==> src/source/nts_engine_pkg.sv <==
package nts_engine_pkg;

  // ----------------------------------------------------------------------
  // Widths
  // ----------------------------------------------------------------------

  localparam int API_DATA_W = 32;
  localparam int COUNTER_W  = 64;

  // Bank codes, carried in the upper address nibble
  localparam logic [3:0] BANK_ENGINE = 4'h0;
  localparam logic [3:0] BANK_DEBUG  = 4'h1;

  // ----------------------------------------------------------------------
  // Identity words
  // ----------------------------------------------------------------------

  // ASCII, first character in the top byte
  localparam logic [API_DATA_W-1:0] CORE_NAME0   = 32'h4e54_535f; // "NTS_"
  localparam logic [API_DATA_W-1:0] CORE_NAME1   = 32'h454e_474e; // "ENGN"
  localparam logic [API_DATA_W-1:0] CORE_VERSION = 32'h302e_3035; // "0.05"
  localparam logic [API_DATA_W-1:0] DEBUG_NAME   = 32'h4442_5547; // "DBUG"

  // ----------------------------------------------------------------------
  // Register map
  // ----------------------------------------------------------------------

  // Engine bank
  localparam logic [7:0] ADDR_NAME0   = 8'h00;
  localparam logic [7:0] ADDR_NAME1   = 8'h01;
  localparam logic [7:0] ADDR_VERSION = 8'h02;
  localparam logic [7:0] ADDR_CTRL    = 8'h08;

  // Debug bank counters, high word here and low word one address up
  localparam logic [7:0] ADDR_DBG_PROCESSED  = 8'h00;
  localparam logic [7:0] ADDR_DBG_BAD_COOKIE = 8'h02;
  localparam logic [7:0] ADDR_DBG_BAD_AUTH   = 8'h04;
  localparam logic [7:0] ADDR_DBG_BAD_KEYID  = 8'h06;
  localparam logic [7:0] ADDR_DBG_ERR_CRYPTO = 8'h20;
  localparam logic [7:0] ADDR_DBG_ERR_TXBUF  = 8'h22;

  localparam logic [7:0] ADDR_DBG_NAME    = 8'h08;
  localparam logic [7:0] ADDR_DBG_SYSTICK = 8'h09;

  // Tick counter starts at one
  localparam logic [API_DATA_W-1:0] SYSTICK_RESET = 32'h0000_0001;

  // ----------------------------------------------------------------------
  // Shared types
  // ----------------------------------------------------------------------

  // External 12-bit API address
  typedef struct packed {
    logic [3:0] bank;
    logic [7:0] regaddr;
  } nts_api_addr_t;

  // Request from the decoder to every bank
  typedef struct packed {
    logic                  we;
    logic [7:0]            addr;
    logic [API_DATA_W-1:0] wdata;
  } nts_bank_req_t;

  // Packet-processing event strobes
  typedef struct packed {
    logic processed;
    logic bad_cookie;
    logic bad_auth;
    logic bad_keyid;
    logic error_crypto;
    logic error_txbuf;
  } nts_events_t;

endpackage

==> src/source/nts_event_counter.sv <==
module nts_event_counter
  import nts_engine_pkg::*;
(
  input  logic                  i_clk,
  input  logic                  i_areset,

  input  logic                  i_event,
  input  logic                  i_snapshot,

  output logic [API_DATA_W-1:0] o_count_hi,
  output logic [API_DATA_W-1:0] o_count_lo_snap
);

  logic [COUNTER_W-1:0]  count_reg;
  logic [API_DATA_W-1:0] snap_reg;

  always_ff @(posedge i_clk or posedge i_areset)
  begin
    if (i_areset)
    begin
      count_reg <= '0;
      snap_reg  <= '0;
    end
    else
    begin
      if (i_event)
        count_reg <= count_reg + COUNTER_W'(1);

      // Takes the count from before this edge's increment
      if (i_snapshot)
        snap_reg <= count_reg[API_DATA_W-1:0];
    end
  end

  assign o_count_hi      = count_reg[COUNTER_W-1:API_DATA_W];
  assign o_count_lo_snap = snap_reg;

endmodule

==> src/source/nts_api_decoder.sv <==
module nts_api_decoder
  import nts_engine_pkg::*;
(
  input  logic                  i_clk,
  input  logic                  i_areset,

  input  logic                  i_api_cs,
  input  logic                  i_api_we,
  input  nts_api_addr_t         i_api_address,
  input  logic [API_DATA_W-1:0] i_api_write_data,

  input  logic [API_DATA_W-1:0] i_rdata_engine,
  input  logic [API_DATA_W-1:0] i_rdata_debug,

  output nts_bank_req_t         o_req,
  output logic                  o_cs_engine,
  output logic                  o_cs_debug,

  output logic [API_DATA_W-1:0] o_api_read_data,
  output logic                  o_api_read_data_valid,
  output logic                  o_api_busy
);

  logic                  active_reg;
  logic                  valid_reg;
  logic                  cs_engine_reg;
  logic                  cs_debug_reg;
  nts_bank_req_t         req_reg;
  logic [API_DATA_W-1:0] rdata_reg;

  logic                  busy;
  logic                  accept;
  logic [API_DATA_W-1:0] rdata_sel;

  // Busy covers the request cycle and, for reads, the valid cycle
  assign busy   = active_reg | valid_reg;
  assign accept = i_api_cs & ~busy;

  // ----------------------------------------------------------------------
  // Request tracking
  // ----------------------------------------------------------------------

  always_ff @(posedge i_clk or posedge i_areset)
  begin
    if (i_areset)
    begin
      active_reg    <= 1'b0;
      cs_engine_reg <= 1'b0;
      cs_debug_reg  <= 1'b0;
      valid_reg     <= 1'b0;
    end
    else
    begin
      active_reg    <= accept;
      cs_engine_reg <= accept && (i_api_address.bank == BANK_ENGINE);
      cs_debug_reg  <= accept && (i_api_address.bank == BANK_DEBUG);
      valid_reg     <= active_reg && !req_reg.we;
    end
  end

  always_ff @(posedge i_clk)
  begin
    if (accept)
    begin
      req_reg.we    <= i_api_we;
      req_reg.addr  <= i_api_address.regaddr;
      req_reg.wdata <= i_api_write_data;
    end
  end

  // ----------------------------------------------------------------------
  // Read return
  // ----------------------------------------------------------------------

  // Unmapped bank reads as zero
  always_comb
  begin
    rdata_sel = '0;
    if (cs_engine_reg)
      rdata_sel = i_rdata_engine;
    else if (cs_debug_reg)
      rdata_sel = i_rdata_debug;
  end

  always_ff @(posedge i_clk)
  begin
    if (active_reg && !req_reg.we)
      rdata_reg <= rdata_sel;
  end

  assign o_req                 = req_reg;
  assign o_cs_engine           = cs_engine_reg;
  assign o_cs_debug            = cs_debug_reg;
  assign o_api_read_data       = rdata_reg;
  assign o_api_read_data_valid = valid_reg;
  assign o_api_busy            = busy;

endmodule

==> src/source/nts_engine_regs.sv <==
module nts_engine_regs
  import nts_engine_pkg::*;
(
  input  logic                  i_clk,
  input  logic                  i_areset,

  input  logic                  i_cs,
  input  nts_bank_req_t         i_req,
  output logic [API_DATA_W-1:0] o_rdata,

  output logic                  o_busy
);

  logic ctrl_reg;
  logic ctrl_we;

  assign ctrl_we = i_cs && i_req.we && (i_req.addr == ADDR_CTRL);

  // ----------------------------------------------------------------------
  // Control register
  // ----------------------------------------------------------------------

  always_ff @(posedge i_clk or posedge i_areset)
  begin
    if (i_areset)
      ctrl_reg <= 1'b0;
    else if (ctrl_we)
      ctrl_reg <= i_req.wdata[0];
  end

  // Engine stays busy until enabled
  assign o_busy = ~ctrl_reg;

  // ----------------------------------------------------------------------
  // Read mux
  // ----------------------------------------------------------------------

  always_comb
  begin
    o_rdata = '0;
    if (i_cs && !i_req.we)
    begin
      case (i_req.addr)
        ADDR_NAME0:   o_rdata = CORE_NAME0;
        ADDR_NAME1:   o_rdata = CORE_NAME1;
        ADDR_VERSION: o_rdata = CORE_VERSION;
        ADDR_CTRL:    o_rdata = {{(API_DATA_W-1){1'b0}}, ctrl_reg};
        default:      o_rdata = '0;
      endcase
    end
  end

endmodule

==> src/source/nts_debug_regs.sv <==
module nts_debug_regs
  import nts_engine_pkg::*;
(
  input  logic                  i_clk,
  input  logic                  i_areset,

  input  logic                  i_cs,
  input  nts_bank_req_t         i_req,
  output logic [API_DATA_W-1:0] o_rdata,

  input  nts_events_t           i_events
);

  logic [$bits(nts_events_t)-1:0] ev_vec;
  logic [$bits(nts_events_t)-1:0] snap;
  logic [API_DATA_W-1:0]          cnt_hi [$bits(nts_events_t)];
  logic [API_DATA_W-1:0]          cnt_lo [$bits(nts_events_t)];
  logic [API_DATA_W-1:0]          systick_reg;

  // Index 0 is the processed counter, in struct order upward
  assign ev_vec = {i_events.error_txbuf, i_events.error_crypto, i_events.bad_keyid,
                   i_events.bad_auth, i_events.bad_cookie, i_events.processed};

  // ----------------------------------------------------------------------
  // Event counters
  // ----------------------------------------------------------------------

  for (genvar i = 0; i < $bits(nts_events_t); i++)
  begin : g_counter
    nts_event_counter u_counter (
      .i_clk           (i_clk),
      .i_areset        (i_areset),
      .i_event         (ev_vec[i]),
      .i_snapshot      (snap[i]),
      .o_count_hi      (cnt_hi[i]),
      .o_count_lo_snap (cnt_lo[i])
    );
  end

  // Free-running tick
  always_ff @(posedge i_clk or posedge i_areset)
  begin
    if (i_areset)
      systick_reg <= SYSTICK_RESET;
    else
      systick_reg <= systick_reg + 32'd1;
  end

  // ----------------------------------------------------------------------
  // Read mux and snapshot strobes
  // ----------------------------------------------------------------------

  // A high-word read freezes the matching low word; writes do nothing here
  always_comb
  begin
    o_rdata = '0;
    snap    = '0;
    if (i_cs && !i_req.we)
    begin
      case (i_req.addr)
        ADDR_DBG_PROCESSED:
        begin
          o_rdata = cnt_hi[0];
          snap[0] = 1'b1;
        end
        ADDR_DBG_PROCESSED + 8'd1:  o_rdata = cnt_lo[0];
        ADDR_DBG_BAD_COOKIE:
        begin
          o_rdata = cnt_hi[1];
          snap[1] = 1'b1;
        end
        ADDR_DBG_BAD_COOKIE + 8'd1: o_rdata = cnt_lo[1];
        ADDR_DBG_BAD_AUTH:
        begin
          o_rdata = cnt_hi[2];
          snap[2] = 1'b1;
        end
        ADDR_DBG_BAD_AUTH + 8'd1:   o_rdata = cnt_lo[2];
        ADDR_DBG_BAD_KEYID:
        begin
          o_rdata = cnt_hi[3];
          snap[3] = 1'b1;
        end
        ADDR_DBG_BAD_KEYID + 8'd1:  o_rdata = cnt_lo[3];
        ADDR_DBG_ERR_CRYPTO:
        begin
          o_rdata = cnt_hi[4];
          snap[4] = 1'b1;
        end
        ADDR_DBG_ERR_CRYPTO + 8'd1: o_rdata = cnt_lo[4];
        ADDR_DBG_ERR_TXBUF:
        begin
          o_rdata = cnt_hi[5];
          snap[5] = 1'b1;
        end
        ADDR_DBG_ERR_TXBUF + 8'd1:  o_rdata = cnt_lo[5];
        ADDR_DBG_NAME:              o_rdata = DEBUG_NAME;
        ADDR_DBG_SYSTICK:           o_rdata = systick_reg;
        default:                    o_rdata = '0;
      endcase
    end
  end

endmodule

==> src/source/nts_engine.sv <==
module nts_engine
  import nts_engine_pkg::*;
(
  input  logic                  i_clk,
  input  logic                  i_areset,

  // Register API
  input  logic                  i_api_cs,
  input  logic                  i_api_we,
  input  nts_api_addr_t         i_api_address,
  input  logic [API_DATA_W-1:0] i_api_write_data,
  output logic [API_DATA_W-1:0] o_api_read_data,
  output logic                  o_api_read_data_valid,
  output logic                  o_api_busy,

  // Statistics strobes from packet processing
  input  nts_events_t           i_events,

  output logic                  o_busy
);

  // ----------------------------------------------------------------------
  // Internal bus
  // ----------------------------------------------------------------------

  nts_bank_req_t         bank_req;
  logic                  cs_engine;
  logic                  cs_debug;
  logic [API_DATA_W-1:0] rdata_engine;
  logic [API_DATA_W-1:0] rdata_debug;

  // ----------------------------------------------------------------------
  // Instances
  // ----------------------------------------------------------------------

  nts_api_decoder u_decoder (
    .i_clk                 (i_clk),
    .i_areset              (i_areset),
    .i_api_cs              (i_api_cs),
    .i_api_we              (i_api_we),
    .i_api_address         (i_api_address),
    .i_api_write_data      (i_api_write_data),
    .i_rdata_engine        (rdata_engine),
    .i_rdata_debug         (rdata_debug),
    .o_req                 (bank_req),
    .o_cs_engine           (cs_engine),
    .o_cs_debug            (cs_debug),
    .o_api_read_data       (o_api_read_data),
    .o_api_read_data_valid (o_api_read_data_valid),
    .o_api_busy            (o_api_busy)
  );

  // Identity and control bank
  nts_engine_regs u_engine_regs (
    .i_clk    (i_clk),
    .i_areset (i_areset),
    .i_cs     (cs_engine),
    .i_req    (bank_req),
    .o_rdata  (rdata_engine),
    .o_busy   (o_busy)
  );

  // Statistics bank
  nts_debug_regs u_debug_regs (
    .i_clk    (i_clk),
    .i_areset (i_areset),
    .i_cs     (cs_debug),
    .i_req    (bank_req),
    .o_rdata  (rdata_debug),
    .i_events (i_events)
  );

endmodule

==> config.mk <==
export PLATFORM = sky130hd
export DESIGN_NAME = nts_engine
export DESIGN_NICKNAME = d
export VERILOG_FILES = /design/src/source/nts_engine_pkg.sv /design/src/source/nts_event_counter.sv /design/src/source/nts_api_decoder.sv /design/src/source/nts_engine_regs.sv /design/src/source/nts_debug_regs.sv /design/src/source/nts_engine.sv
export SDC_FILE = /design/constraint.sdc
export NUM_CORES = 1
export LEC_CHECK = 0
export BUFFER_PORTS_ARGS = -buffer_cell sky130_fd_sc_hd__buf_4
export CORE_MARGIN = 2
export CORE_UTILIZATION = 50
export DETAILED_ROUTE_END_ITERATION = 16
export GPL_ROUTABILITY_DRIVEN = 0
export PLACE_DENSITY = 0.66
export SLEW_MARGIN = 15
export SYNTH_ARGS = -nofsm -noshare
export SYNTH_HDL_FRONTEND = slang
export SYNTH_SLANG_ARGS = --single-unit
==> constraint.sdc <==
create_clock -name i_clk -period 22.5 [get_ports i_clk]
set_input_delay 0 -clock i_clk [delete_from_list [all_inputs] [get_ports i_clk]]
set_output_delay 0 -clock i_clk [all_outputs]
set_load 0.01 [all_outputs]
==> metrics.md <==
| Metric | Value |
|---|---|
| Hold Startpoint | `i_api_address[7]` |
| PostCTS Resize Cnt | `0` |
| Root Buffer | `clkbuf_16` |
| Min-Delay Path Class | `in2reg` |
| Area grow syn2layout | `13.1%` |
| # port buffers | `57` |
| Grt ovf | `0` |
| Final wirelength | `just over 90 mm` |
| Starting Density | `0.503` |
| Share of cells above drive strength 1 | `0.170` |
| Asr flop ratio synth | `0.936` |
| #FFs+latches synth | `about 660` |
| Skew-Pair Late Insertion Delay | `0.64 ns` |
| Post-DP HPWL | `65.2 mm` |
| Status | `finished, final reports clean` |
| Most frequent cells in the layout | `dfrtp_1, xnor2_1, mux2_2` |
| Clk_skew | `0.0413 ns` |
| Die ar. | `63,700 um2` |
| Row Count | `between 90 and 100` |
| Cell Chain, Critical Path | `buf_4, buf_4, nor2_1, a22oi_1, o32ai_1, a2111oi_0, o21ai_0` |
| Synthesized area | `~31,000 um2` |
| Crit. Startpoint | `u_decoder.o_req[32]` |
| Initial antenna violation count | `2` |
| Clk buf depth | `3` |
| CTS clock-pin slew for the worst setup and hold paths | `0.06 ns` |
| Crit-path max FO | `59` |
| R2R depth | `7` |
| R2R Setup Slk | `18.56 ns` |
| Max-cap violations | `0` |
| Syn_area_per_cell | `11.5 um2` |
| Slew Viols, Final | `0` |
| Final Hold Fails | `0` |
| Pre-antenna DRT Iters | `6` |
| Initial DRC count | `3,096` |
| Max reg flops | `around 380` |
| Rel. slew slack | `0.0911` |
| Leakage | `15.6 nW` |
| Setup CP Type | `reg2reg` |
| Width of the die | `252 um` |
| Routed vias | `22,600` |
| Leading area contributor after synthesis | `dfrtp_1` |
| Critical-path top delay cell | `buf_4` |
| Top cells by area, synth | `dfrtp_1, mux2_2, xnor2_1` |
| Share of the synthesized area in the top cell type | `0.496` |
| Die height | `252 um` |
| Worst-Margin Slew | `1.35 ns` |
| CP most frequent cell | `buf_4` |
| Post-Synthesis Net Count | `2,745` |
| Worst setup EP type | `register` |
| Crit path time final | `~3.9 ns` |
| Vias in the first global route | `22,000` |
| Dpl cells | `3,462` |
| FF-to-FF End | `u_decoder.o_api_read_data[0]` |
| WP data arrival | `between 4 and 5 ns` |
| Total global-route track usage | `0.291` |
| Startpoint Class | `register` |
| Pin count of the biggest net entering global routing | `between 100 and 150` |
| Gate Count Post-Synth | `approximately 2,700` |
| Most common cell after layout, fill and taps aside | `dfrtp_1` |
| Fin nets | `~2,800` |
| Finished Layout Cells | `3,617` |
| Req. time, crit path | `22.77 ns` |
| Setup TNS | `0 ns` |
| Max VDD drop | `0.0610 mV` |
| Power density over the cells | `76.4 nW/um2` |
| Final period utilization | `0.175` |
| H-tree Lvls | `3` |
| Ports | `approximately 90` |
| Vias per inst | `approximately 6.2` |
| First-pass GRT wire length | `about 140 mm` |
| CP Capture Point | `u_decoder.o_api_read_data[0]` |
| Count of different cell masters after synthesis | `71` |
| Worst R2R Start | `u_decoder.o_req[32]` |
| Number of flops mapped to enable cells by yosys | `42` |
| Seq/Total Area, Yosys | `0.538` |
| CTS tree | `built` |
| # clock sinks | `655` |
| Final setup violation count | `0` |
| DR WL/cell | `around 25 um` |
| DRC errors left | `0` |
| Unrepaired setup endpoints after global routing | `false` |
| Yosys warns | `0` |
| Antenna Cells | `0` |
| Core Box Area | `61,400 um2` |
| TritonCTS buffer count | `72` |
| Ys flop type | `dfrtp_1` |
| Fmax achieved | `254 MHz` |
| Antenna viol nets, final | `0` |
| CP max stage delay | `roughly 0.85 ns` |
==> metrics by stage <==
stage / utilization / power [W] / hold slack [ns] / setup WS [ns] / cell area, um2
after global placement: 0.524 / 0.00143 / 0.159 / 18.75 / 32200
after global routing: 0.568 / 0.00275 / 0.107 / 18.51 / 34900
after CTS: 0.568 / 0.00268 / 0.0715 / 18.74 / 34900
after floorplan: - / 0.00139 / 0.0659 / 5.34 / 30900
after detailed placement: 0.524 / 0.00144 / 0.161 / 18.76 / 32200
final: 0.568 / 0.00267 / 0.105 / 18.56 / 34900
==> area by class of cell <==
| class | count | area [um2] |
|---|---|---|
| fillers | 5043 | 26500 |
| flip-flops and latches | 655 | 16600 |
| multi-input cells | 1888 | 13800 |
| clock buffers | 101 | 2040 |
| well taps | 790 | 988 |
| repair buffers | 112 | 898 |
| clock inverters | 31 | 425 |
| inverters | 40 | 158 |
==> cell usage after synthesis, types with 20 or more instances <==
| cell type | instances |
|---|---|
| edfxtp_1 | 42 |
| nor2_1 | 142 |
| mux4_2 | 20 |
| nand2_1 | 202 |
| mux2i_1 | 40 |
| nand4_1 | 127 |
| mux2_2 | 225 |
| nor3_1 | 85 |
| xnor2_1 | 258 |
| nand3_1 | 172 |
| and3_1 | 66 |
| and4_1 | 41 |
| clkbuf_1 | 68 |
| inv_1 | 39 |
| a22oi_1 | 44 |
| a221oi_1 | 27 |
| nor4_1 | 32 |
| dfrtp_1 | 612 |
| o21ai_0 | 36 |
| xor2_1 | 149 |
| a21oi_1 | 39 |
==> report_power, final <==
part | switching (W) | internal, W
logic | 0.0000836 | 0.0000573
registers | 0.0000572 | 0.00123
clock network | 0.000486 | 0.000751
==> metal layers <==
layer | track usage | wire [um]
met1 | 0.400 | 37400
met2 | 0.420 | 38700
met3 | 0.0765 | 9370
met4 | 0.159 | 5680
met5 | 0 | 0
==> repair_timing <==
action                                 4_1_cts  5_1_grt
hold buffers                                23        0
endpoints found under the hold margin      217        0
setup buffers                                0        0
==> kinds of logic after synthesis <==
kind of cell    after synthesis  share of synthesized area
flops                       655                      0.538
simple gates                956                      0.163
compound gates              232                     0.0521
buf+inv                     141                     0.0182
fa+ha+maj                     7                    0.00284
mux                         285                      0.110
xor+xnor                    408                      0.116
==> how the worst min path moves through the flow <==
| stage | to | slack [ns] | cells after the start |
|---|---|---|---|
| global route | u_decoder.o_req[39] | 0.11 | 2 |
| floorplan | u_decoder.o_cs_engine | 0.07 | 1 |
| CTS | u_decoder.o_req[38] | 0.07 | 2 |
| global placement | u_decoder.o_cs_engine | 0.16 | 2 |
| detailed placement | u_decoder.o_cs_engine | 0.16 | 2 |
| finish | u_decoder.o_req[39] | 0.10 | 2 |
==> critical path: cells and delay by family (launching register included) <==
kind | cells | cell delay (ns)
buf+inv | 2 | 1.41
compound gates | 4 | 1.39
simple gates | 1 | 0.40
flops | 1 | 0.32
(Power assumes the default switching activity.)
